$ cat src/design/soc_config.svh
/*
  Widths, address map and timing constants of the memory subsystem.
  Region bases must be aligned to the data word size.
*/
`ifndef SOC_CONFIG_SVH
`define SOC_CONFIG_SVH

// ----------------------------------------------------------
// Bus widths
// ----------------------------------------------------------
`define SOC_ADDR_W     32
`define SOC_DATA_W     64
`define SOC_BE_W       (`SOC_DATA_W / 8)

// ----------------------------------------------------------
// Address map
// ----------------------------------------------------------
`define SOC_ROM_BASE   32'h0001_0000
`define SOC_ROM_WORDS  16
`define SOC_ROM_LEN    (`SOC_ROM_WORDS * `SOC_BE_W)    // Bytes
`define SOC_DRAM_BASE  32'h8000_0000
`define SOC_SRAM_WORDS 256
`define SOC_SRAM_LEN   (`SOC_SRAM_WORDS * `SOC_BE_W)   // Bytes
// Last word of the SRAM region
`define SOC_EXIT_ADDR  (`SOC_DRAM_BASE + `SOC_SRAM_LEN - `SOC_BE_W)

// ----------------------------------------------------------
// Debug
// ----------------------------------------------------------
`define SOC_NB_HARTS   2
`define SOC_DBG_DELAY  20   // Cycles after reset release

`endif

$ cat src/design/soc_pkg.sv
/*
  Bus request and response types, enums and the boot image.
  The boot image holds exactly SOC_ROM_WORDS words.
*/
`include "soc_config.svh"

package soc_pkg;

  typedef enum logic {
    OP_READ,
    OP_WRITE
  } bus_op_e;

  typedef enum logic {
    RESP_OKAY,
    RESP_DECERR
  } bus_resp_e;

  // Target of the transfer in flight
  typedef enum logic [1:0] {
    REG_NONE,   // Unmapped or illegal, answered with an error
    REG_ROM,
    REG_SRAM
  } region_e;

  typedef struct packed {
    bus_op_e                op;
    logic [`SOC_ADDR_W-1:0] addr;
    logic [`SOC_DATA_W-1:0] wdata;
    logic [`SOC_BE_W-1:0]   be;
  } bus_req_t;

  typedef struct packed {
    logic [`SOC_DATA_W-1:0] rdata;
    bus_resp_e              resp;
  } bus_rsp_t;

  // Boot image, word 0 at SOC_ROM_BASE
  localparam logic [`SOC_DATA_W-1:0] rom_image [`SOC_ROM_WORDS] = '{
    64'h0000_0297_0282_8293, 64'hf140_2573_0202_85b3,
    64'h0182_b283_0002_8067, 64'h1050_0073_ffdf_f06f,
    64'h8000_0000_0000_0000, 64'h0000_0000_0001_0040,
    64'h00c5_8593_0010_0513, 64'h3020_0073_3410_1073,
    64'hdead_beef_cafe_f00d, 64'h0123_4567_89ab_cdef,
    64'hfedc_ba98_7654_3210, 64'h5555_aaaa_3333_cccc,
    64'h0f0f_0f0f_f0f0_f0f0, 64'h0000_0001_0000_0002,
    64'h7fff_ffff_8000_0001, 64'h0000_0000_0000_0073
  };

endpackage

$ cat src/design/boot_rom.sv
/*
  Boot ROM with one-cycle registered read.
  The address must fall inside the ROM region when selected.
*/
`timescale 1ns/100ps
`include "soc_config.svh"

module boot_rom (
  input  logic                   clk_i,
  input  logic                   rst_ni,
  input  logic                   sel_i,
  input  logic [`SOC_ADDR_W-1:0] addr_i,
  output logic [`SOC_DATA_W-1:0] rdata_o
);

  localparam int unsigned off_lsb = $clog2(`SOC_BE_W);
  localparam int unsigned idx_w   = $clog2(`SOC_ROM_WORDS);

  logic [`SOC_ADDR_W-1:0] word_off;
  logic [idx_w-1:0]       idx;
  logic [`SOC_DATA_W-1:0] rdata_q;

  // Word offset within the region
  assign word_off = (addr_i - `SOC_ROM_BASE) >> off_lsb;
  assign idx      = word_off[idx_w-1:0];

  always_ff @(posedge clk_i) begin
    if (sel_i) begin
      rdata_q <= soc_pkg::rom_image[idx];
    end
  end

  assign rdata_o = rdata_q;

  // Decoder keeps out-of-region accesses away
  a_idx_range: assert property (@(posedge clk_i) disable iff (!rst_ni)
    sel_i |-> word_off < `SOC_ROM_WORDS)
    else $error("ROM selected outside its region");

endmodule

$ cat config.mk
export PLATFORM = sky130hd
export DESIGN_NAME = boot_rom
export DESIGN_NICKNAME = d
export VERILOG_FILES = /design/src/design/soc_pkg.sv /design/src/design/boot_rom.sv
export VERILOG_INCLUDE_DIRS = /design/src /design/src/design
export SDC_FILE = /design/constraint.sdc
export NUM_CORES = 1
export LEC_CHECK = 0
export BUFFER_PORTS_ARGS = -buffer_cell sky130_fd_sc_hd__clkbuf_2
export CAP_MARGIN = 10
export CORE_MARGIN = 2
export CORE_UTILIZATION = 44
export CTS_BUF_LIST = sky130_fd_sc_hd__clkbuf_4 sky130_fd_sc_hd__clkbuf_8 sky130_fd_sc_hd__clkbuf_16
export CTS_CLUSTER_SIZE = 40
export DETAILED_ROUTE_END_ITERATION = 8
export PLACE_DENSITY = 0.71
export SLEW_MARGIN = 15
export SYNTH_ARGS = -nofsm -noshare
export SYNTH_HDL_FRONTEND = slang
export SYNTH_SLANG_ARGS = --single-unit
export TNS_END_PERCENT = 20
$ cat constraint.sdc
create_clock -name clk_i -period 1.3 [get_ports clk_i]
set_input_delay 0 -clock clk_i [delete_from_list [all_inputs] [get_ports clk_i]]
set_output_delay 0 -clock clk_i [all_outputs]
set_load 0.02 [all_outputs]
==> qor.yml <==
logic_synthesis:
  synth_cells: 222
  ys_top_cells_by_area: "edfxtp_1, ha_1, nand2_1"
  synth-seq-area-share: 0.6251
  synth_top_family_by_area: "simple AND/OR/NAND/NOR gates"
  synth_xor_area_frac: 0
  synth_edf_count: 56
  yosys-mux-area-fraction: 0.008372
  yosysTopAreaCellShare: 0.6251
  yosys_warnings: 0
  ys_ff_latch: 56
  ys_types: 33
  synthAdderAreaFrac: 0.06047
  synth_area_sq_um: 2690
  synthFlopType: "edfxtp_1"
  syn_nets: 270
  synth_simple_gate_area_frac: 0.1205
  synth_compound_area_frac: 0.1144
  synth_top_cell_by_area: "edfxtp_1"
  synth_area_per_cell_sq_um: 12.12
  synth-async-reset-ratio: 0
cells_and_area:
  layout_common_cells: "clkbuf_2, edfxtp_1, nand2_1"
  final_common_cell: "clkbuf_2"
  final_cell_area_sq_um: 3253
  utilization: 0.5495
  layout-drive-gt1-share: 0.3627
  fillers: 516
  nets: 343
  n_antenna_cell: 0
  syn_to_final_growth_pct: 20.93
  largest_register_ffs: 56
critical_path:
  path_class: "in2reg"
  cp-end-kind: "flop"
  critPathRequiredTime_ns: 1.35
  cp.arrival_ns: 1.05
  path_max_fanout: 7
  worstSetupStartpointType: "input port"
placed_design:
  gp_congestion: 0.9059
  io_buffer_count: 69
  dp_hpwl_um: 3860
  dpl_cell_area_sq_um: 3124
grt:
  track_usage: 0.1650
  grt_max_degree: 57
  grt_pass1_vias: 1698
  grt_pass1_wl_um: 8238
  grt_overflow: 0
  antenna_found_initial: 0
clocking:
  h-tree-depth: 2
  cts.clk_slew.worst_paths_ns: 0.10
  ctsResizeCount: 0
  cts_tree: "done"
  post-cts-setup-buffers: 0
  postCtsHoldBufs: 0
  cts_root_buffer: "clkbuf_8"
  cts_sinks: 56
  clock_path_buffers: 2
  cts_made_buffers: 5
routing:
  avgRoutedWirePerCell_um: 14.18
  ant_nets: 0
  vias_per_cell: 5.146
  routed_wl_um: 5245
  first_pass_iters: 4
  drc: 0
  vias: 1904
  drtIter0Drc: 164
outcome:
  status: "completed"
sta:
  period_share: 0.7725
  tightest_slew_ns: 0.3533
  setup_viol: 0
  hold_viol: 0
  max_freq_mhz: 995.8
  slew_violations: 0
  period_needed_ns: 1.004
  max_slew_margin: 0.7636
  fin_setup_tns_ns: 0
  rsz0062_at_grt: "false"
pwr:
  ir_drop_uv: 501.2
  powerDensity_nw_per_um2: 1323
  leakage_nw: 1.408
floorplan:
  die_h_um: 82.19
  die_w_um: 82.19
  fp.dieArea_sq_um: 6755
  ios: 99
  start_util: 0.4544
  core_sq_um: 5921
  row_count: 28
flow_run:
  cap_violations: 0
min_path:
  hold_class: "in2reg"
-- critical path: stages --
cell and delay (ns):
clkbuf_2 0.13, inv_2 0.08, ha_1 0.23, and2_1 0.25
o21ai_0 0.21, o21ai_0 0.14
-- stage by stage --
step	instances	worst slack [ns]	power, mW	hold slack (ns)
floorplan	222	0.02928	2.800	0.1125
global placement	363	0.01611	3.066	0.4022
detailed placement	363	0.01076	3.078	0.3756
CTS	370	0.2986	4.337	0.06588
global route	370	0.2260	4.495	0.08765
finish	370	0.2958	4.305	0.06127
-- synth_stat cells, types with 2 or more instances --
library cell	number
a21oi_1	16
a31oi_1	4
and2_1	3
buf_2	3
buf_4	10
buf_6	6
clkbuf_1	2
edfxtp_1	56
ha_1	13
inv_1	6
mux2_2	2
nand2_1	32
nand2b_1	5
nor2_1	15
nor2_2	2
nor2b_1	5
o21ai_0	20
o21ai_1	4
o21ai_2	3
o31ai_1	2
-- area by class of cell --
type	instances	area, sq um	share of cell area
clock inverters	2	60.06	0.01846
well taps	75	93.84	0.02885
multi-input cells	138	817.0	0.2512
clock buffers	5	68.82	0.02115
inverters	7	26.28	0.008077
flip-flops and latches	56	1682	0.5169
repair buffers	87	505.5	0.1554
-- worst paths after layout --
path                  startpoint     endpoint  slack (ns)  cells after the start
worst max-delay path   addr_i[3]  rdata_o[53]        0.30                      6
worst min-delay path   addr_i[3]  rdata_o[55]        0.06                      2
-- per-layer routing --
metal	track usage	vias up	part of all wire
met5	0	-	0
met4	0.07167	0	0.019
met3	0.02174	8	0.054
met2	0.2597	73	0.49
met1	0.2293	904	0.44
li1	-	919	-
-- power by group --
group | switching (mW) | internal [mW]
clock | 0.520 | 0.757
combinational | 0.535 | 0.262
sequential | 0.0474 | 2.18
-- kinds of logic after synthesis --
group                      Yosys count
AOI/OAI and AO/OA                   54
adders and majority gates           13
buffers and inverters               28
DFF                                 56
muxes                                2
and+or+nand+nor                     69
(Power assumes the default switching activity.)
