[src/design/soc_config.svh]
/*
  Widths, address map and timing constants of the memory subsystem.
  Region bases must be aligned to the data word size.
*/
`ifndef SOC_CONFIG_SVH
`define SOC_CONFIG_SVH

// ----------------------------------------------------------
// Bus widths
// ----------------------------------------------------------
`define SOC_ADDR_W     32
`define SOC_DATA_W     64
`define SOC_BE_W       (`SOC_DATA_W / 8)

// ----------------------------------------------------------
// Address map
// ----------------------------------------------------------
`define SOC_ROM_BASE   32'h0001_0000
`define SOC_ROM_WORDS  16
`define SOC_ROM_LEN    (`SOC_ROM_WORDS * `SOC_BE_W)    // Bytes
`define SOC_DRAM_BASE  32'h8000_0000
`define SOC_SRAM_WORDS 256
`define SOC_SRAM_LEN   (`SOC_SRAM_WORDS * `SOC_BE_W)   // Bytes
// Last word of the SRAM region
`define SOC_EXIT_ADDR  (`SOC_DRAM_BASE + `SOC_SRAM_LEN - `SOC_BE_W)

// ----------------------------------------------------------
// Debug
// ----------------------------------------------------------
`define SOC_NB_HARTS   2
`define SOC_DBG_DELAY  20   // Cycles after reset release

`endif

[src/design/debug_gate.sv]
/*
  Holds per-hart debug requests low for SOC_DBG_DELAY cycles after reset,
  so boot code runs first. Requests stay low while debug is disabled.
*/
`timescale 1ns/100ps
`include "soc_config.svh"

module debug_gate (
  input  logic                     clk_i,
  input  logic                     rst_ni,
  input  logic                     dbg_enable_i,
  input  logic [`SOC_NB_HARTS-1:0] debug_req_i,
  output logic [`SOC_NB_HARTS-1:0] debug_req_o
);

  localparam int unsigned cnt_w = $clog2(`SOC_DBG_DELAY + 1);

  logic [cnt_w-1:0] cnt_q;

  // Down counter, stops at zero
  always_ff @(posedge clk_i or negedge rst_ni) begin
    if (!rst_ni) begin
      cnt_q <= cnt_w'(`SOC_DBG_DELAY);
    end else if (cnt_q != '0) begin
      cnt_q <= cnt_q - 1'b1;
    end
  end

  assign debug_req_o = (cnt_q == '0 && dbg_enable_i) ? debug_req_i : '0;

  a_quiet_window: assert property (@(posedge clk_i) disable iff (!rst_ni)
    cnt_q != '0 |-> debug_req_o == '0)
    else $error("Debug request leaked during the post-reset window");

endmodule

[config.mk]
export PLATFORM = sky130hd
export DESIGN_NAME = debug_gate
export DESIGN_NICKNAME = d
export VERILOG_FILES = /design/src/design/debug_gate.sv
export VERILOG_INCLUDE_DIRS = /design/src /design/src/design
export SDC_FILE = /design/constraint.sdc
export NUM_CORES = 1
export LEC_CHECK = 0
export ABC_AREA = 1
export ABC_CLOCK_PERIOD_IN_PS = 3600
export BUFFER_PORTS_ARGS = -buffer_cell sky130_fd_sc_hd__buf_4
export CORE_AREA = 8 8 45 47
export CTS_CLUSTER_DIAMETER = 50
export CTS_CLUSTER_SIZE = 25
export DETAILED_ROUTE_END_ITERATION = 8
export DIE_AREA = 0 0 53 55
export PLACE_DENSITY_LB_ADDON = 0.1
export SLEW_MARGIN = 0
export SYNTH_ARGS = -nofsm -noshare
export SYNTH_HDL_FRONTEND = slang
export SYNTH_SLANG_ARGS = --single-unit
export TNS_END_PERCENT = 5
[constraint.sdc]
create_clock -name clk_i -period 3.6 [get_ports clk_i]
set_clock_uncertainty 0.15 [all_clocks]
set_input_delay 0.72 -clock clk_i [delete_from_list [all_inputs] [get_ports clk_i]]
set_output_delay 0.72 -clock clk_i [all_outputs]
set_load 0.005 [all_outputs]
==> results.json, run 1 <==
{
  "status": "finished clean",
  "place_area_sq_um": 390,
  "n_fill_cell": 159,
  "max_freq_ghz": 0.434,
  "wl_microns": 603,
  "final_antenna_net_count": 0,
  "yosysMostFrequentCell": "inv_1",
  "drcViolationCount": 0,
  "grt_util_all_layers_pct": 5.26,
  "worstSetupStartpointType": "flop",
  "antenna_found_initial": 0,
  "die_w_microns": 53,
  "ir_worst_vdd_uv": 112,
  "start_util_pct": 23.5,
  "numCtsBuffers": 3,
  "drt-initial-drc-count": 8,
  "synth_ff_type": "dfrtp_1",
  "leakage_nw": 0.220,
  "multiInputGateArea_sq_um": 160,
  "vias": 260,
  "crit_path_cell_trace": "inv_1 -> ha_1 -> inv_1 -> nor2_4 -> nand2_4 -> nor3_2 -> buf_4",
  "period_needed_ns": 2.30,
  "synth_edf_count": 0,
  "die_y_microns": 55,
  "hp-class": "primary input to async pin",
  "pin_count": 7,
  "top_register": "cnt_q",
  "hold_buffers": 0,
  "grt_pass1_wl_microns": 1040,
  "cpPeakStageDelay_ns": 0.37,
  "cts_resized": 0,
  "crit_required_ns": 2.73,
  "grt_max_degree": 8,
  "rows": 14,
  "final-hold-violation-count": 0,
  "clockBufferDepth": 2,
  "ys_seq_elements": 5,
  "rsz0062_at_grt": "no",
  "setup_tns_ns": 0,
  "routed_via_density": 3.94,
  "grt_overflow": 0,
  "yosysTopAreaCell": "dfrtp_1",
  "syn_area_per_cell_sq_um": 8.13,
  "synthCells": 40,
  "synth.distinct_cells": 13,
  "antennaDiodeCount": 0,
  "reg.largest.list": "cnt_q x5",
  "critPathKind": "flop to output pin",
  "ys_seq_area_share_pct": 39.2,
  "setup_viol": 0,
  "wl_per_cell_microns": 9.14,
  "yosys_warnings": 0,
  "die_area_sq_um": 2920,
  "post-route-util_pct": 30.1,
  "gp_congestion": 0.734,
  "post-cts-setup-buffers": 0,
  "synthArstFlopShare_pct": 100,
  "fin_crit_sh_pct": 64.0,
  "clock_latency_ns": 0.24,
  "maxCapViolCount": 0,
  "synthTopCellsByArea": "dfrtp_1 23%, dfstp_2 16%, inv_1 12%, ha_1 7.7%, nand2_1 6.9%",
  "end_kind": "output pin",
  "clock_sinks": 5,
  "cts-root-buf": "clkbuf_4",
  "r2r_slack_ns": 2.26,
  "coreArea_sq_um": 1380,
  "worstPathMaxFanout": 7,
  "drive_gt1_share_pct": 36.0,
  "grt_pass1_vias": 249,
  "largest_reg_flops": 5,
  "final_nets": 58,
  "synth_top_area_share_pct": 23.1,
  "h-tree-depth": 1,
  "port_buffers": 6,
  "syn_nets": 47,
  "netlist_area_sq_um": 325,
  "tightest_slew_ns": 0.162,
  "syn2layout_area_growth_pct": 28.1,
  "synthTopCellsByCount": "10 x inv_1, 6 x nand2_1, 4 x nand3_1, 3 x dfrtp_1, 3 x nor2_1",
  "slew_violations": 0,
  "final_area_sq_um": 417,
  "worstPathArrival_ns": 1.43,
  "slowest_stage": "dfrtp_1",
  "clk_pin_slew_ns": 0.05,
  "relSlewSlack_pct": 89.2,
  "power.density_nw_per_um2": 318,
  "firstDrtPassIters": 4,
  "cts_tree": "built",
  "regArea_sq_um": 128,
  "crit_top_cell": "inv_1"
}
-- power breakdown --
part	internal, mW	switching (mW)	leakage, nW	total (mW)
Combinational	0.00511	0.00326	0.143	0.00838
Sequential	0.0565	0	0.0626	0.0565
Clock	0.0421	0.0255	0.0150	0.0675
-- critical path: cells and delay by family, from the launching register on --
family	cells	cell delay, ns
adder cells (fa/ha/maj)	1	0.17
AND/OR/NAND/NOR	3	0.31
flip-flops	1	0.37
buffers and inverters	3	0.33
-- layout make-up --
cell class / count / area share, %
inverters: 10 / 9.01
well taps: 16 / 4.80
multi-input cells: 25 / 38.4
clock buffers: 4 / 6.31
repair buffers: 6 / 10.8
flip-flops and latches: 5 / 30.6
-- worst paths after layout --
check	from	cells past startpoint	to
max in group asynchronous	rst_ni	1	cnt_q[2]
hold reg to reg	cnt_q[0]	2	cnt_q[0]
setup reg to reg	cnt_q[0]	7	cnt_q[3]
hold / removal	rst_ni	1	cnt_q[0]
min in group clk_i	cnt_q[0]	2	cnt_q[0]
setup / recovery	cnt_q[0]	7	debug_req_o[1]
-- cell usage in the layout (no fill, tap or decap) --
master / instances
o21ai_0: 1
nand3_1: 4
clkbuf_1: 1
dfstp_2: 2
dfrtp_1: 3
nand2_1: 6
nor2_1: 3
nor3_2: 2
ha_1: 2
clkbuf_4: 3
nand2_4: 1
buf_4: 6
a21oi_1: 2
nor2_2: 2
inv_1: 10
nor2_4: 2
-- stage by stage --
step | hold slack (ns) | power, mW | worst slack, ns | cells
after global placement | 0.347 | 0.0657 | 1.55 | 62
after global routing | 0.108 | 0.139 | 1.17 | 66
after CTS | 0.114 | 0.135 | 1.28 | 66
final | 0.117 | 0.132 | 1.30 | 66
after detailed placement | 0.346 | 0.0659 | 1.55 | 62
after floorplan | 0.274 | 0.0596 | 1.75 | 40
-- layer usage --
layer  share of wire, %  GRT usage (%)  vias up
met5                  0              0        -
met4                5.0           7.76        0
met3                3.5           1.60        4
met2                 42           6.45        6
met1                 49           5.96      109
li1                   -              -      141
-- kinds of logic after synthesis --
| group | after synthesis | synth area share (%) |
|---|---|---|
| and+or+nand+nor | 20 | 36.9 |
| AOI/OAI and AO/OA | 3 | 4.61 |
| DFF | 5 | 39.2 |
| buffers and inverters | 10 | 11.5 |
| adders and majority gates | 2 | 7.69 |
(Power assumes the default switching activity.)
==> run 2: changes to the inputs <==
Settings changed: ABC_CLOCK_PERIOD_IN_PS 3600 to 2170.
Clock period 3.6 ns to 2.17 ns, I/O delays scaled along.
==> run 2 against run 1 <==
Compared with the run above: final area is 2.4% higher; die area stayed put; register-to-register slack worse by 1.4 ns; sequential power is 66% higher; critical endpoint is now debug_req_o[0]; highest routed layer is now met3.
==> results.json, run 2 (synthesized netlist as in run 1, its figures left out) <==
{
  "antenna_found_initial": 0,
  "post-route-util_pct": 30.8,
  "critPathKind": "flop to output pin",
  "worstPathMaxFanout": 7,
  "switching_share_pct": 19.8,
  "wl_per_cell_microns": 9.13,
  "worstPathArrival_ns": 1.44,
  "vias": 269,
  "power_switching_uw": 42.6,
  "final-hold-violation-count": 0,
  "die_w_microns": 53,
  "rows": 14,
  "final_cell_mix": "10 x inv_1, 6 x nand2_1, 6 x buf_4",
  "post-cts-setup-buffers": 0,
  "seq_power_share_pct": 43.5,
  "drt-initial-drc-count": 6,
  "power.total_uw": 215,
  "relSlewSlack_pct": 88.6,
  "gp_congestion": 0.726,
  "layout_commonest_cell": "inv_1",
  "top_register": "cnt_q",
  "grt_pass1_vias": 264,
  "reg2reg_from": "cnt_q[0]",
  "end_kind": "output pin",
  "firstDrtPassIters": 4,
  "drive_gt1_share_pct": 35.3,
  "crit_top_cell": "inv_1",
  "setup_viol": 0,
  "grt_max_degree": 8,
  "numCtsBuffers": 3,
  "hp-class": "flop to flop",
  "status": "finished clean",
  "cpPeakStageDelay_ns": 0.37,
  "hpwl_microns": 513,
  "grt_util_all_layers_pct": 5.25,
  "intPower_uw": 173,
  "cp.depth": 7,
  "crit_required_ns": 1.59,
  "hold_buffers": 1,
  "regArea_sq_um": 128,
  "power.density_nw_per_um2": 505,
  "cp_num_buf_inv": 3,
  "crit_family": "flip-flops",
  "worstSetupStartpointType": "flop",
  "reg.largest.list": "cnt_q x5",
  "startpoint": "cnt_q[0]",
  "cts_tree": "built",
  "final_nets": 59,
  "wl_microns": 612,
  "reg2reg_depth": 7,
  "cts-root-buf": "clkbuf_4",
  "pre_cts_slack_ns": 0.390,
  "cts_resized": 0,
  "grt_pass1_wl_microns": 1100,
  "period_needed_ns": 2.02,
  "hp-start": "cnt_q[0]",
  "tightest_slew_ns": 0.170,
  "start_util_pct": 23.5,
  "fin_crit_sh_pct": 93.1,
  "maxCapViolCount": 0,
  "die_area_sq_um": 2920,
  "place_area_sq_um": 390,
  "largest_reg_flops": 5,
  "n_fill_cell": 154,
  "clockBufferDepth": 2,
  "ir_worst_vdd_uv": 180,
  "clockPowerShare_pct": 49.3,
  "die_y_microns": 55,
  "clk_pin_slew_ns": 0.04,
  "coreArea_sq_um": 1380,
  "combPwrFrac_pct": 7.2,
  "grt_overflow": 0,
  "multiInputGateArea_sq_um": 160,
  "port_buffers": 6,
  "crit_path_cell_trace": "inv_1 -> ha_1 -> inv_1 -> nor2_4 -> nand2_4 -> nor3_2 -> buf_4",
  "final_area_sq_um": 427,
  "antennaDiodeCount": 0,
  "slew_violations": 0,
  "routed_via_density": 4.01,
  "rsz0062_at_grt": "no",
  "pin_count": 7,
  "min_path_cells": 2,
  "drcViolationCount": 0,
  "max_freq_ghz": 0.495,
  "slowest_stage": "dfrtp_1",
  "h-tree-depth": 1,
  "leakage_nw": 0.224,
  "clock_latency_ns": 0.24,
  "worst_slack_ns": 0.150,
  "setup_tns_ns": 0,
  "final_antenna_net_count": 0,
  "syn2layout_area_growth_pct": 31.2,
  "clock_sinks": 5
}
[run 2: changes by cell type in the layout (fill, tap and decap cells not counted), sizes merged]
cell,change
dlygate4sd3,+1
[run 2: path summary, 6_finish.rpt]
kind	endpoint	slack (ns)
max	debug_req_o[0]	0.15
min	cnt_q[0]	0.35
max reg2reg	cnt_q[3]	0.84
min reg2reg	cnt_q[0]	0.35
max in group asynchronous	cnt_q[2]	1.28
min in group asynchronous	cnt_q[3]	0.39
[run 2: routing by layer]
metal	track usage [%]	wire length, microns
met1	5.95	293
met2	7.62	295
met4	3.88	0
met3	2.41	22
met5	0	0
[run 2: cell type report]
type                       instances  share of cell area [%]
clock buffer                       4                    6.16
inverter                          10                    8.80
multi-input combinational         25                    37.5
sequential                         5                    29.9
tap                               16                    4.69
timing repair buffer               7                    12.9
[run 2: through the flow]
| stage | cells | hold slack [ns] |
|---|---|---|
| after detailed placement | 62 | 0.0926 |
| after global routing | 67 | 0.372 |
| after global placement | 62 | 0.0911 |
| after CTS | 67 | 0.361 |
| final | 67 | 0.355 |
| after floorplan | 40 | -0.0116 |
[run 2: power by group through the flow]
stage / registers [mW] / clock network [mW] / logic [mW]
CTS: 0.0937 / 0.111 / 0.0161
detailed placement: 0.0950 / 0 / 0.0146
finish: 0.0937 / 0.106 / 0.0155
floorplan: 0.0950 / 0 / 0.00393
global route: 0.0936 / 0.120 / 0.0171
global placement: 0.0950 / 0 / 0.0140
[run 2: worst min-delay path, stage by stage (launching register included)]
cell     delay [ns]
dfrtp_1        0.33
nand3_1        0.07
nand2_1        0.06
==> run 3: changes to the inputs <==
Settings changed: ABC_CLOCK_PERIOD_IN_PS 2170 to 2600, CORE_AREA 8 8 45 47 to 2 2 39 41, DIE_AREA 0 0 53 55 to 0 0 41 43.
Clock period 2.17 ns to 2.6 ns, I/O delays scaled along.
==> run 3 against run 2 <==
Compared with the run above: cell count is the same; combinational power decreased by 17%; count of clock-buffer cells in the layout did not move; via count rose by 1.1%; total power fell by 17%; worst hold slack better by 0.012 ns; die area fell by 40%; non-clock buffer count stayed put; flip-flop and latch count unchanged; first-iteration DRC count down 33%; highest routed layer unchanged; routed wire length is 3.4% lower; largest cell class unchanged.
==> results.json, run 3 (synthesized netlist as in run 1, its figures left out) <==
{
  "hpwl_microns": 504,
  "clockBufferDepth": 2,
  "cts_tree": "built",
  "grt_overflow": 0,
  "die_y_microns": 43,
  "slew_violations": 0,
  "clock_sinks": 5,
  "leakage_nw": 0.224,
  "maxCapViolCount": 0,
  "critPathKind": "flop to output pin",
  "post-cts-setup-buffers": 0,
  "die_area_sq_um": 1760,
  "worstPathMaxFanout": 7,
  "clock_latency_ns": 0.24,
  "final_cell_mix": "10 x inv_1, 6 x nand2_1, 6 x buf_4",
  "gp_congestion": 0.745,
  "period_needed_ns": 2.11,
  "pre_cts_slack_ns": 0.724,
  "antennaDiodeCount": 0,
  "r2r-end": "cnt_q[3]",
  "top_register": "cnt_q",
  "wl_microns": 591,
  "grt_util_all_layers_pct": 9.74,
  "firstDrtPassIters": 3,
  "end_kind": "output pin",
  "final-hold-violation-count": 0,
  "rows": 14,
  "drive_gt1_share_pct": 35.3,
  "ir_worst_vdd_uv": 214,
  "worstPathArrival_ns": 1.44,
  "startpoint": "cnt_q[0]",
  "grt_pass1_vias": 289,
  "setup_viol": 0,
  "clk_pin_slew_ns": 0.04,
  "cts-root-buf": "clkbuf_4",
  "numCtsBuffers": 3,
  "drt-initial-drc-count": 4,
  "drcViolationCount": 0,
  "die_w_microns": 41,
  "reg2reg_depth": 7,
  "layout_commonest_cell": "inv_1",
  "fin_crit_sh_pct": 81.1,
  "largest_reg_flops": 5,
  "cts_resized": 0,
  "wl_per_cell_microns": 8.82,
  "relSlewSlack_pct": 88.7,
  "final_antenna_net_count": 0,
  "tightest_slew_ns": 0.167,
  "max_freq_ghz": 0.474,
  "syn2layout_area_growth_pct": 31.2,
  "power.density_nw_per_um2": 417,
  "h-tree-depth": 1,
  "whs_endpoint": "cnt_q[0]",
  "pin_count": 7,
  "worst_slack_ns": 0.490,
  "port_buffers": 6,
  "hp-class": "flop to flop",
  "reg.largest.list": "cnt_q x5",
  "rsz0062_at_grt": "no",
  "crit_required_ns": 1.93,
  "final_nets": 59,
  "status": "finished clean",
  "min_path_cells": 2,
  "grt_max_degree": 8,
  "hold_buffers": 1,
  "routed_via_density": 4.06,
  "worstSetupStartpointType": "flop",
  "grt_pass1_wl_microns": 1120,
  "vias": 272,
  "coreArea_sq_um": 1380,
  "power.total_uw": 178,
  "setup_tns_ns": 0,
  "r2r_slack_ns": 1.26,
  "reg2reg_from": "cnt_q[0]",
  "start_util_pct": 23.5,
  "hp-start": "cnt_q[0]",
  "antenna_found_initial": 0
}
-- run 3: cell counts in the layout (fill, tap and decap cells not counted) --
Identical to the previous run, type by type.
-- run 3: per-layer routing --
layer  track usage [%]  routed length, microns  up-vias
met1              10.9                     247      121
met5                 0                       0        -
met2              14.1                     302        7
met4              4.00                       0        0
li1                  -                       -      144
met3              6.28                      41        0
-- run 3: worst max path at each step --
stage	end	slack [ns]	cells after the start
2_1_floorplan	debug_req_o[0]	0.95	6
3_3_place_gp	debug_req_o[1]	0.78	7
3_5_place_dp	debug_req_o[1]	0.72	7
4_1_cts	debug_req_o[1]	0.46	7
5_1_grt	debug_req_o[1]	0.32	7
6_report	debug_req_o[1]	0.49	7
-- run 3: area by class of cell --
cell class,count,area (sq um)
clock buffers,4,26.3
fillers,155,957
inverters,10,37.5
multi-input cells,25,160
flip-flops and latches,5,128
well taps,16,20.0
repair buffers,7,55.1
-- run 3: where the power goes --
part / internal, mW / switching (mW)
Sequential: 0.0783 / 0
Combinational: 0.00805 / 0.00470
Clock: 0.0578 / 0.0292
-- run 3: worst max-delay path, cell delays in order, from the launching register on --
cell	delay [ns]
dfrtp_1	0.37
inv_1	0.14
ha_1	0.17
inv_1	0.06
nor2_4	0.13
nand2_4	0.09
nor3_2	0.11
buf_4	0.13
-- run 3: per-stage QoR --
step | util (%) | std cells | instance area, sq um | hold WS (ns)
after detailed placement | 28.2 | 62 | 390 | 0.178
final | 30.8 | 67 | 427 | 0.367
after global routing | 30.8 | 67 | 427 | 0.391
after CTS | 30.8 | 67 | 427 | 0.373
after global placement | 28.2 | 62 | 390 | 0.178
after floorplan | - | 40 | 325 | 0.0744
