## config.mk

```make
export PLATFORM = sky130hd
export DESIGN_NAME = addr_decoder
export DESIGN_NICKNAME = d
export VERILOG_FILES = /design/src/design/soc_pkg.sv /design/src/design/addr_decoder.sv
export VERILOG_INCLUDE_DIRS = /design/src /design/src/design
export SDC_FILE = /design/constraint.sdc
export NUM_CORES = 1
export LEC_CHECK = 0
export BUFFER_PORTS_ARGS = -buffer_cell sky130_fd_sc_hd__buf_2
export CAP_MARGIN = 20
export CORE_AREA = 2 2 161 163
export DETAILED_ROUTE_END_ITERATION = 10
export DIE_AREA = 0 0 163 165
export PLACE_DENSITY_LB_ADDON = 0.05
export RECOVER_POWER = 50
export SETUP_SLACK_MARGIN = 0.2
export SKIP_LAST_GASP = 1
export SYNTH_ARGS = -nofsm -noshare
export SYNTH_HDL_FRONTEND = slang
export SYNTH_SLANG_ARGS = --single-unit
export TNS_END_PERCENT = 50
```

## constraint.sdc

```tcl
create_clock -name clk_i -period 2.6 [get_ports clk_i]
set_input_delay 0.52 -clock clk_i [delete_from_list [all_inputs] [get_ports clk_i]]
set_output_delay 0.52 -clock clk_i [all_outputs]
set_load 0.02 [all_outputs]
```

## src/design/soc_config.svh

```systemverilog
/*
  Widths, address map and timing constants of the memory subsystem.
  Region bases must be aligned to the data word size.
*/
`ifndef SOC_CONFIG_SVH
`define SOC_CONFIG_SVH

// ----------------------------------------------------------
// Bus widths
// ----------------------------------------------------------
`define SOC_ADDR_W     32
`define SOC_DATA_W     64
`define SOC_BE_W       (`SOC_DATA_W / 8)

// ----------------------------------------------------------
// Address map
// ----------------------------------------------------------
`define SOC_ROM_BASE   32'h0001_0000
`define SOC_ROM_WORDS  16
`define SOC_ROM_LEN    (`SOC_ROM_WORDS * `SOC_BE_W)    // Bytes
`define SOC_DRAM_BASE  32'h8000_0000
`define SOC_SRAM_WORDS 256
`define SOC_SRAM_LEN   (`SOC_SRAM_WORDS * `SOC_BE_W)   // Bytes
// Last word of the SRAM region
`define SOC_EXIT_ADDR  (`SOC_DRAM_BASE + `SOC_SRAM_LEN - `SOC_BE_W)

// ----------------------------------------------------------
// Debug
// ----------------------------------------------------------
`define SOC_NB_HARTS   2
`define SOC_DBG_DELAY  20   // Cycles after reset release

`endif

```

## src/design/soc_pkg.sv

```systemverilog
/*
  Bus request and response types, enums and the boot image.
  The boot image holds exactly SOC_ROM_WORDS words.
*/
`include "soc_config.svh"

package soc_pkg;

  typedef enum logic {
    OP_READ,
    OP_WRITE
  } bus_op_e;

  typedef enum logic {
    RESP_OKAY,
    RESP_DECERR
  } bus_resp_e;

  // Target of the transfer in flight
  typedef enum logic [1:0] {
    REG_NONE,   // Unmapped or illegal, answered with an error
    REG_ROM,
    REG_SRAM
  } region_e;

  typedef struct packed {
    bus_op_e                op;
    logic [`SOC_ADDR_W-1:0] addr;
    logic [`SOC_DATA_W-1:0] wdata;
    logic [`SOC_BE_W-1:0]   be;
  } bus_req_t;

  typedef struct packed {
    logic [`SOC_DATA_W-1:0] rdata;
    bus_resp_e              resp;
  } bus_rsp_t;

  // Boot image, word 0 at SOC_ROM_BASE
  localparam logic [`SOC_DATA_W-1:0] rom_image [`SOC_ROM_WORDS] = '{
    64'h0000_0297_0282_8293, 64'hf140_2573_0202_85b3,
    64'h0182_b283_0002_8067, 64'h1050_0073_ffdf_f06f,
    64'h8000_0000_0000_0000, 64'h0000_0000_0001_0040,
    64'h00c5_8593_0010_0513, 64'h3020_0073_3410_1073,
    64'hdead_beef_cafe_f00d, 64'h0123_4567_89ab_cdef,
    64'hfedc_ba98_7654_3210, 64'h5555_aaaa_3333_cccc,
    64'h0f0f_0f0f_f0f0_f0f0, 64'h0000_0001_0000_0002,
    64'h7fff_ffff_8000_0001, 64'h0000_0000_0000_0073
  };

endpackage

```

## src/design/addr_decoder.sv

```systemverilog
/*
  Routes master requests to the boot ROM or the SRAM, one request in flight.
  Response comes one cycle after acceptance; ROM writes and unmapped
  addresses return DECERR with zero data.
*/
`timescale 1ns/100ps
`include "soc_config.svh"

module addr_decoder (
  input  logic                   clk_i,
  input  logic                   rst_ni,
  // Master request
  input  logic                   req_valid_i,
  input  soc_pkg::bus_req_t      req_i,
  output logic                   req_ready_o,
  // Master response
  output logic                   rsp_valid_o,
  output soc_pkg::bus_rsp_t      rsp_o,
  input  logic                   rsp_ready_i,
  // Memory side
  output logic                   rom_sel_o,
  output logic                   sram_sel_o,
  output soc_pkg::bus_req_t      mem_req_o,
  input  logic [`SOC_DATA_W-1:0] rom_rdata_i,
  input  logic [`SOC_DATA_W-1:0] sram_rdata_i
);

  localparam logic [`SOC_ADDR_W-1:0] rom_lo  = `SOC_ROM_BASE;
  localparam logic [`SOC_ADDR_W-1:0] rom_hi  = `SOC_ROM_BASE + `SOC_ROM_LEN;
  localparam logic [`SOC_ADDR_W-1:0] sram_lo = `SOC_DRAM_BASE;
  localparam logic [`SOC_ADDR_W-1:0] sram_hi = `SOC_DRAM_BASE + `SOC_SRAM_LEN;

  logic              accept;
  logic              rom_hit;
  logic              sram_hit;
  soc_pkg::region_e  region_d;
  soc_pkg::region_e  region_q;
  logic              busy_q;       // Memory access in its read cycle
  logic              read_q;
  logic              rsp_valid_q;
  soc_pkg::bus_rsp_t rsp_d;
  soc_pkg::bus_rsp_t rsp_q;

  // ----------------------------------------------------------
  // Request side
  // ----------------------------------------------------------
  assign req_ready_o = !busy_q && !rsp_valid_q;
  assign accept      = req_valid_i && req_ready_o;

  assign rom_hit  = (req_i.addr >= rom_lo) && (req_i.addr < rom_hi);
  assign sram_hit = (req_i.addr >= sram_lo) && (req_i.addr < sram_hi);

  always_comb begin
    region_d = soc_pkg::REG_NONE;
    if (sram_hit) begin
      region_d = soc_pkg::REG_SRAM;
    end else if (rom_hit && req_i.op == soc_pkg::OP_READ) begin
      region_d = soc_pkg::REG_ROM;    // ROM is read-only
    end
  end

  // One-cycle strobes, request goes out unchanged
  assign rom_sel_o  = accept && (region_d == soc_pkg::REG_ROM);
  assign sram_sel_o = accept && (region_d == soc_pkg::REG_SRAM);
  assign mem_req_o  = req_i;

  always_ff @(posedge clk_i or negedge rst_ni) begin
    if (!rst_ni) begin
      busy_q      <= 1'b0;
      region_q    <= soc_pkg::REG_NONE;
      read_q      <= 1'b0;
      rsp_valid_q <= 1'b0;
    end else begin
      busy_q <= accept;
      if (accept) begin
        region_q <= region_d;
        read_q   <= (req_i.op == soc_pkg::OP_READ);
      end
      if (busy_q) begin
        rsp_valid_q <= 1'b1;
      end else if (rsp_ready_i) begin
        rsp_valid_q <= 1'b0;      // Handshake done
      end
    end
  end

  // ----------------------------------------------------------
  // Response side
  // ----------------------------------------------------------
  always_comb begin
    rsp_d.rdata = '0;
    rsp_d.resp  = soc_pkg::RESP_OKAY;
    case (region_q)
      soc_pkg::REG_ROM: begin
        rsp_d.rdata = rom_rdata_i;
      end
      soc_pkg::REG_SRAM: begin
        if (read_q) begin
          rsp_d.rdata = sram_rdata_i;   // Write data from SRAM ignored
        end
      end
      default: begin
        rsp_d.resp = soc_pkg::RESP_DECERR;
      end
    endcase
  end

  // Sampled in the memory's read cycle, held until taken
  always_ff @(posedge clk_i) begin
    if (busy_q) begin
      rsp_q <= rsp_d;
    end
  end

  assign rsp_valid_o = rsp_valid_q;
  assign rsp_o       = rsp_q;

  a_rsp_stable: assert property (@(posedge clk_i) disable iff (!rst_ni)
    rsp_valid_o && !rsp_ready_i |=> rsp_valid_o && $stable(rsp_o))
    else $error("Response changed or dropped under back-pressure");

  a_sel_onehot: assert property (@(posedge clk_i) disable iff (!rst_ni)
    !(rom_sel_o && sram_sel_o))
    else $error("ROM and SRAM selected together");

endmodule

```

==> results.cfg, run 1 <==
[outcome]
status = finished clean

[worst_setup_path]
crit_chain = or3b_1, clkinv_4, nand4_4, nor3_2, buf_2
crit_start = busy_q$_DFF_PN0_
critPathTopFamily = simple AND/OR/NAND/NOR gates
rr_endpoint = rsp_o[18]$_DFFE_PP_
path_max_fanout = 4
worst-path-stages = 5
path_class = register to output pin
reg2reg_setup_slack_ns = 0.43
cp.required_ns = 2.08
critPathArrivalTime_ns = 1.84
cp_slowest_cell = dfrtp_4
critPathBufInv = 2
worstSetupEndpointType = output pin
r2r_cells = 4
crit_end = sram_sel_o
start_kind = register
r2r-start = region_q[0]$_DFFE_PN0P_
slowest_delay_ns = 0.47

[routing]
drt_first_pass_iters = 4
drc = 0
wl_per_cell_um = 16.1
vias = 3079
viasPerCell = 3.69
ant_nets = 0
totalWireLength_um = 13400
drtIter0Drc = 106

[finish]
fin_nets = 738
area_delta_synth_final_pct = 29.5
num_antenna_cells = 0
drive_gt1_share_pct = 44.4

[floorplanning]
start_util_pct = 15.6
chipWidth_um = 163
die_y_um = 165
design.core.area_mm2 = 0.0250
fp-row-count = 58
pin_count = 411
fp.dieArea_mm2 = 0.0269

[timing]
min_period_ns = 2.36
setup_viol = 0
tightest_slew_ns = 1.31
rsz0062_at_grt = false
skew_ns = 0.00547
holdWs_ns = 0.427
tns_ns = 0
relSlewSlack_pct = 12.4
finalCritPeriodShare_pct = 90.9
hold_viol_final = 0
finalMaxSlewViolations = 0
max_freq_ghz = 0.423

[power_and_ir_drop]
peakVddDrop_mv = 0.231
power.leakage_nw = 1.83
switchingPower_mw = 0.870
p_sw_share_pct = 26.9
power.density_mw_per_mm2 = 639
p_comb_share_pct = 16.0
p_int_mw = 2.36
seq_power_share_pct = 43.0
clockPowerShare_pct = 41.1

[yosys]
syn-num-nets = 591
syn_inst = 352
synth_xor_xnor_area_share_pct = 0
ys_seq_area_share_pct = 53.2
yosys.area_share.simple_pct = 9.87
synthesis.area_mm2 = 0.00390
syn_avg_cell_area_um2 = 11.1
ys_warn_count = 0
synth_top_family_by_area = buffers and inverters
ys.flop_type = edfxtp_1
synth-compound-area-share_pct = 13.4
synthMuxAreaShare_pct = 0
synth.lib_cells_used.distinct = 24
ys_seq_elements = 70
synth_edf_count = 65
yosys.area_share.adder_pct = 0.641
async_reset_ff_share_pct = 7.14

[global_routing]
grt_first_pass_wirelength_um = 18200
gr-total-overflow = 0
grt_max_degree = 66
first_global_vias = 3121
antenna_found_initial = 0
track_usage_pct = 9.31

[place]
port-buffer-count = 252
gp_congestion = 0.684
dp_hpwl_um = 10400

[clocking]
cts_inserted_buffers = 9
cts_root_buf = clkbuf_16
cts_num_sinks = 70
cts_tree = built
clk_path_buf_depth = 2
clk_pin_slew_ns = 0.06
clk_latency_ns = 0.34
htreeDepth = 3

[run]
drv_cap = 0

[worst_hold_path]
holdCritPathClass = primary input to register
## power groups by stage
stage / sequential (mW) / clock [mW] / combinational (mW)
2_1_floorplan: 1.59 / 0 / 0.269
3_3_place_gp: 1.42 / 0 / 0.542
3_5_place_dp: 1.42 / 0 / 0.537
4_1_cts: 1.40 / 1.39 / 0.541
5_1_grt: 1.40 / 1.41 / 0.556
6_report: 1.39 / 1.33 / 0.516
## cell families after synthesis
logic type               count (synthesis)
AO/OA/AOI/OAI                           68
AND/OR/NAND/NOR                         82
adder cells (fa/ha/maj)                  2
buffers and inverters                  130
flip-flops                              70
## cells in the mapped netlist (2+ instances only)
| cell type | count | area, um2 |
|---|---|---|
| a22oi_1 | 64 | 480 |
| dfrtp_1 | 5 | 125 |
| buf_1 | 8 | 30.0 |
| edfxtp_1 | 65 | 1950 |
| buf_2 | 6 | 30.0 |
| nor4_4 | 2 | 42.5 |
| inv_1 | 3 | 11.3 |
| nor3_1 | 3 | 15.0 |
| nor4_1 | 3 | 18.8 |
| nand2_1 | 3 | 11.3 |
| clkbuf_1 | 7 | 26.3 |
| buf_4 | 105 | 788 |
| ha_1 | 2 | 25.0 |
| nor2_1 | 66 | 248 |
## worst register-to-register path: stages (launching register included)
cell	delay [ns]
dfrtp_1	0.35
inv_1	0.08
ha_2	0.30
buf_2	0.94
nor2_1	0.20
## cells in the final DEF, fill, tap and decap left out, drive strengths merged, types with 2 or more instances in the layout
master | netlist | layout
edfxtp | 65 | 65
buf | 119 | 197
nor4 | 5 | 5
a22oi | 64 | 64
ha | 2 | 2
nor2 | 66 | 66
bufinv | 0 | 2
nand2 | 3 | 3
clkinv | 1 | 5
inv | 3 | 3
clkbuf | 7 | 73
nor3 | 3 | 3
dfrtp | 5 | 5
## timing repair
action,4_1_cts,5_1_grt
gates resized for setup,1,1
buffers inserted,0,3
endpoints found under the hold margin,5,0
hold buffers,1,0
setup endpoints to repair,3,2
## layer usage
layer | routed length [um] | share of wire (%) | track usage, % | vias to the layer above
met4 | 429 | 3.2 | 5.31 | 0
met2 | 6860 | 51 | 16.9 | 180
met5 | 0 | 0 | 0 | -
met1 | 4950 | 37 | 9.06 | 1403
met3 | 1180 | 8.8 | 3.54 | 49
li1 | - | - | - | 1447
## registers in the layout, indices dropped and copies added (netlist names)
name	flops
rsp_valid_o	1
busy_q	1
read_q	1
region_q	2
rsp_o	65
## cell type report
| type | count | area (um2) |
|---|---|---|
| Clock buffer | 9 | 225 |
| Fill cell | 2802 | 20000 |
| Inverter | 4 | 20.0 |
| Clock inverter | 7 | 88.8 |
| Timing Repair Buffer | 262 | 1280 |
| Sequential cell | 70 | 2080 |
| Multi-Input combinational cell | 152 | 947 |
| Tap cell | 330 | 413 |
## stage by stage
stage               cells  area, um2  power, mW  utilization [%]  setup WS [ns]
floorplan             352       3920       1.86                -          0.323
CTS                   831       5130       3.33             20.5          0.118
global route          834       5060       3.36             20.2          0.126
detailed placement    814       4810       1.96             19.2          0.411
global placement      814       4810       1.97             19.2          0.383
finish                834       5060       3.23             20.2          0.237
## worst min-delay path by stage
stage	start	endpoint	slack, ns	depth (start not counted)
final	req_i[104]	read_q$_DFFE_PN0P_	0.43	2
after global routing	req_i[104]	read_q$_DFFE_PN0P_	0.45	2
after CTS	req_i[104]	read_q$_DFFE_PN0P_	0.39	2
after detailed placement	rst_ni	rsp_valid_o$_DFFE_PN0P_	0.34	1
after global placement	rst_ni	rsp_valid_o$_DFFE_PN0P_	0.35	1
after floorplan	rst_ni	read_q$_DFFE_PN0P_	0.22	0
Note: power is estimated with default switching activity, not from simulation.
==> run 2: changes to the inputs <==
--- a/config.mk
+++ b/config.mk
@@ -6,7 +6,7 @@
 export SDC_FILE = /design/constraint.sdc
 export NUM_CORES = 1
 export LEC_CHECK = 0
-export BUFFER_PORTS_ARGS = -buffer_cell sky130_fd_sc_hd__buf_2
+export BUFFER_PORTS_ARGS = -buffer_cell sky130_fd_sc_hd__buf_4
 export CAP_MARGIN = 20
 export CORE_AREA = 2 2 161 163
 export DETAILED_ROUTE_END_ITERATION = 10
==> run 2 against run 1 <==
Compared with the run above:
- non-clock buffer count shrank 3
- wire length grew 5.5%
- sequential power is essentially flat
- die area is the same
- sequential cell count is the same
- sequential share of layout area shrank 3.0 points
- clock power shrank 9.8%
- via count is the same
- clock skew is essentially flat
- highest routed layer unchanged
==> results.cfg, run 2 (synthesis results as in run 1) <==
[outcome]
status = finished clean

[finish]
num_antenna_cells = 0
fin_nets = 735
drive_gt1_share_pct = 42.3
area_delta_synth_final_pct = 39.8
layoutNonFillerInstCount = 831
final_cell_mix = buf_4 (183), clkbuf_1 (75), nor2_1 (66)
fillCellCount = 2815
largest_reg_flops = 65
layout_commonest_cell = buf_4

[clocking]
cts_tree = built
cts_post_setup_buffers_inserted = 0
clk_pin_slew_ns = 0.06
cts_inserted_buffers = 9
cts_resized = 0
clk_latency_ns = 0.33
cts_root_buf = clkbuf_16
htreeDepth = 3
clk_path_buf_depth = 2
cts_num_sinks = 70

[run]
drv_cap = 0

[power_and_ir_drop]
power.density_mw_per_mm2 = 583
peakVddDrop_mv = 0.216
power.leakage_nw = 1.94

[timing]
skew_ns = 0.00589
setup_viol = 0
tns_ns = 0
tightest_slew_ns = 0.927
rsz0062_at_grt = false
setup_ws_ns = 0.269
finalMaxSlewViolations = 0
max_freq_ghz = 0.429
min_period_ns = 2.33
finalCritPeriodShare_pct = 89.6
holdWs_ns = 0.415
hold_viol_final = 0
relSlewSlack_pct = 38.2

[worst_setup_path]
path_max_fanout = 4
r2r-start = region_q[0]$_DFFE_PN0P_
start_kind = register
critPathArrivalTime_ns = 1.81
reg2reg_setup_slack_ns = 0.75
r2r_cells = 6
cp.required_ns = 2.08
worstSetupEndpointType = output pin
crit_start = busy_q$_DFF_PN0_
path_class = register to output pin
rr_endpoint = rsp_o[1]$_DFFE_PP_

[routing]
viasPerCell = 3.71
vias = 3079
drc = 0
ant_nets = 0
totalWireLength_um = 14200
wl_per_cell_um = 17.0
drtIter0Drc = 147
drt_first_pass_iters = 4

[place]
place_ws_ns = 0.467
gp_congestion = 0.686
port-buffer-count = 252
dp_hpwl_um = 11000
dp_cells = 814

[worst_hold_path]
hp-start = req_i[104]
holdCritPathClass = primary input to register
hold_end = read_q$_DFFE_PN0P_
min_delay_path_depth = 2

[global_routing]
first_global_vias = 3174
antenna_found_initial = 0
grt_max_degree = 68
gr-total-overflow = 0
grt_first_pass_wirelength_um = 19400
track_usage_pct = 9.90

[floorplanning]
die_y_um = 165
start_util_pct = 15.6
design.core.area_mm2 = 0.0250
fp-row-count = 58
fp.dieArea_mm2 = 0.0269
pin_count = 411
chipWidth_um = 163
[run 2: cell types whose count changed in the layout (fill, tap and decap cells not counted), sizes merged]
cell,change
buf,-11
clkbuf,+11
clkinv,-2
bufinv,-1
[run 2: cell type report]
type | instances | area (um2) | area share [%]
Tap cell | 330 | 413 | 7.56
Timing Repair Buffer | 259 | 1710 | 31.4
Sequential cell | 70 | 2080 | 38.1
Inverter | 4 | 20.0 | 0.367
Clock buffer | 12 | 236 | 4.33
Clock inverter | 4 | 47.5 | 0.871
Multi-Input combinational cell | 152 | 947 | 17.4
[run 2: layer usage]
metal  wire length [um]  track usage [%]  up-vias
li1                   -                -     1442
met1               5170             10.1     1421
met2               7390             17.9      178
met3               1330             4.27       38
met4                256             3.70        0
met5                  0                0        -
[run 2: report_power, final]
part	switching, mW	leakage, nW	internal, mW	total [mW]
Combinational	0.351	1.11	0.239	0.590
Clock	0.459	0.137	0.740	1.20
Sequential	0.0303	0.691	1.36	1.39
[run 2: what timing repair did]
action                                  in CTS  in global routing
endpoints found under the hold margin        5                  0
hold buffers                                 1                  0
endpoints found under the setup margin       0                  0
[run 2: worst max-delay path, cell delays in order, from the launching register on]
cell and delay, ns:
dfrtp_4 0.46, or3b_1 0.45, clkinv_4 0.10, nand4_4 0.11
nor3_2 0.20, buf_4 0.16
[run 2: stage by stage]
stage	power, mW	util [%]	area, um2
after CTS	3.34	22.9	5730
after detailed placement	2.10	21.7	5440
after global routing	3.33	21.8	5460
final	3.18	21.8	5460
after floorplan	1.86	-	3920
after global placement	2.10	21.7	5440
[run 2: how the worst max path moves through the flow]
| stage | endpoint | slack (ns) | cells past startpoint |
|---|---|---|---|
| 2_1_floorplan | rom_sel_o | 0.32 | 4 |
| 3_3_place_gp | rom_sel_o | 0.43 | 7 |
| 3_5_place_dp | rom_sel_o | 0.47 | 7 |
| 4_1_cts | req_ready_o | 0.24 | 3 |
| 5_1_grt | sram_sel_o | 0.16 | 5 |
| 6_report | sram_sel_o | 0.27 | 5 |
==> run 3: changes to the inputs <==
--- a/config.mk
+++ b/config.mk
@@ -8,13 +8,12 @@
 export LEC_CHECK = 0
 export BUFFER_PORTS_ARGS = -buffer_cell sky130_fd_sc_hd__buf_4
 export CAP_MARGIN = 20
-export CORE_AREA = 2 2 161 163
+export CORE_AREA = 3 3 157 159
 export DETAILED_ROUTE_END_ITERATION = 10
-export DIE_AREA = 0 0 163 165
+export DIE_AREA = 0 0 160 162
 export PLACE_DENSITY_LB_ADDON = 0.05
 export RECOVER_POWER = 50
 export SETUP_SLACK_MARGIN = 0.2
-export SKIP_LAST_GASP = 1
 export SYNTH_ARGS = -nofsm -noshare
 export SYNTH_HDL_FRONTEND = slang
 export SYNTH_SLANG_ARGS = --single-unit
==> run 3 against run 2 <==
Compared with the run above:
- combinational power increased by 7.5%
- count of clock-buffer cells in the layout decreased by 3
- non-clock buffer count unchanged
- total power increased by 6.2%
- clock skew increased by 0.0039 ns
- die area decreased by 3.6%
- first-iteration DRC count decreased by 8.2%
- setup slack got worse by 0.047 ns
- global-route usage increased by 0.40 points
- register-to-register slack got worse by 0.32 ns
- largest power group unchanged
==> results.cfg, run 3 (synthesis results as in run 1) <==
[outcome]
status = finished clean

[floorplanning]
fp.dieArea_mm2 = 0.0259
design.core.area_mm2 = 0.0234
start_util_pct = 16.7
chipWidth_um = 160
fp-row-count = 56
die_y_um = 162
pin_count = 411

[power_and_ir_drop]
switchingPower_mw = 0.888
p_comb_share_pct = 18.8
clockPowerShare_pct = 40.0
power.density_mw_per_mm2 = 601
peakVddDrop_mv = 0.334
power.leakage_nw = 2.09
p_int_mw = 2.49
p_sw_share_pct = 26.3
totalPowerFinal_mw = 3.38
seq_power_share_pct = 41.2

[worst_setup_path]
r2r-start = region_q[0]$_DFFE_PN0P_
start_kind = register
path_class = register to output pin
path_max_fanout = 4
worstSetupEndpointType = output pin
critPathArrivalTime_ns = 1.86
reg2reg_setup_slack_ns = 0.43
cp.required_ns = 2.08
rr_endpoint = rsp_o[14]$_DFFE_PP_
r2r_cells = 4

[finish]
final_cell_mix = buf_4 (222), nor2_1 (66), edfxtp_1 (65)
finalInstanceArea_mm2 = 0.00562
multi_input_area_um2 = 947
num_antenna_cells = 0
layoutNonFillerInstCount = 820
layout_commonest_cell = buf_4
register_area_mm2 = 0.00208
largest_reg_flops = 65
drive_gt1_share_pct = 50.9
fin_nets = 735
area_delta_synth_final_pct = 44.0
fillCellCount = 2609

[global_routing]
gr-total-overflow = 0
first_global_vias = 3305
antenna_found_initial = 0
track_usage_pct = 10.3
grt_first_pass_wirelength_um = 20000
grt_max_degree = 68

[run]
drv_cap = 0

[timing]
setup_viol = 0
skew_ns = 0.00981
max_freq_ghz = 0.421
finalCritPeriodShare_pct = 91.5
finalMaxSlewViolations = 0
rsz0062_at_grt = true
setup_ws_ns = 0.222
hold_viol_final = 0
tns_ns = 0
relSlewSlack_pct = 14.2
min_period_ns = 2.38
tightest_slew_ns = 1.29

[place]
post_dp_cell_area_mm2 = 0.00542
dp_hpwl_um = 10900
place_ws_ns = 0.333
port-buffer-count = 252
dp_cells = 803
gp_congestion = 0.712

[routing]
viasPerCell = 3.80
vias = 3113
drtIter0Drc = 135
ant_nets = 0
drc = 0
wl_per_cell_um = 17.2
drt_first_pass_iters = 4
totalWireLength_um = 14100

[worst_hold_path]
min_delay_path_depth = 2
hp-start = req_i[104]
hold_end = read_q$_DFFE_PN0P_
holdCritPathClass = primary input to register

[clocking]
cts_root_buf = clkbuf_16
clk_path_buf_depth = 2
cts_tree = built
cts_num_sinks = 70
htreeDepth = 3
cts_inserted_buffers = 9
clk_latency_ns = 0.34
clk_pin_slew_ns = 0.06
==> run 3: worst max path at each step <==
| stage | start | to | cells after the start |
|---|---|---|---|
| final | busy_q$_DFF_PN0_ | sram_sel_o | 5 |
| after global routing | busy_q$_DFF_PN0_ | sram_sel_o | 5 |
| after CTS | busy_q$_DFF_PN0_ | req_ready_o | 3 |
| after detailed placement | req_i[99] | sram_sel_o | 7 |
| after global placement | req_i[99] | rom_sel_o | 7 |
| after floorplan | busy_q$_DFF_PN0_ | rom_sel_o | 4 |
==> run 3: metrics by stage <==
stage | hold WS, ns | utilization [%]
2_1_floorplan | 0.224 | -
3_3_place_gp | 0.329 | 23.2
3_5_place_dp | 0.329 | 23.2
4_1_cts | 0.373 | 24.6
5_1_grt | 0.403 | 24.0
6_report | 0.401 | 24.0
==> run 3: timing repair <==
action,CTS,global route
buffers inserted,0,0
gates resized for setup,0,1
setup endpoints to repair,0,2
hold endpoints to repair,5,0
hold buffers,1,0
==> run 3: routing by layer <==
layer	GRT usage, %	wire, um	vias to the layer above
met4	4.81	355	0
li1	-	-	1445
met2	18.4	7430	193
met1	10.3	4900	1432
met5	0	0	-
met3	4.51	1430	43
==> run 3: area by class of cell <==
cell class,instances,area share (%)
multi-input combinational,152,16.8
sequential,70,37.0
tap,319,7.10
clock inverter,7,1.74
clock buffer,9,4.01
timing repair buffer,259,33.0
inverter,4,0.356
==> run 3: power groups by stage <==
| stage | Combinational [mW] | Clock, mW | Sequential [mW] |
|---|---|---|---|
| final | 0.634 | 1.35 | 1.39 |
| after global routing | 0.676 | 1.48 | 1.41 |
| after CTS | 0.680 | 1.42 | 1.40 |
| after detailed placement | 0.677 | 0 | 1.42 |
| after global placement | 0.678 | 0 | 1.42 |
| after floorplan | 0.269 | 0 | 1.59 |
==> run 3: critical path: stages, from the launching register on <==
cell	delay, ns
dfrtp_4	0.47
or3b_1	0.45
clkinv_4	0.10
nand4_4	0.11
nor3_2	0.22
buf_4	0.17
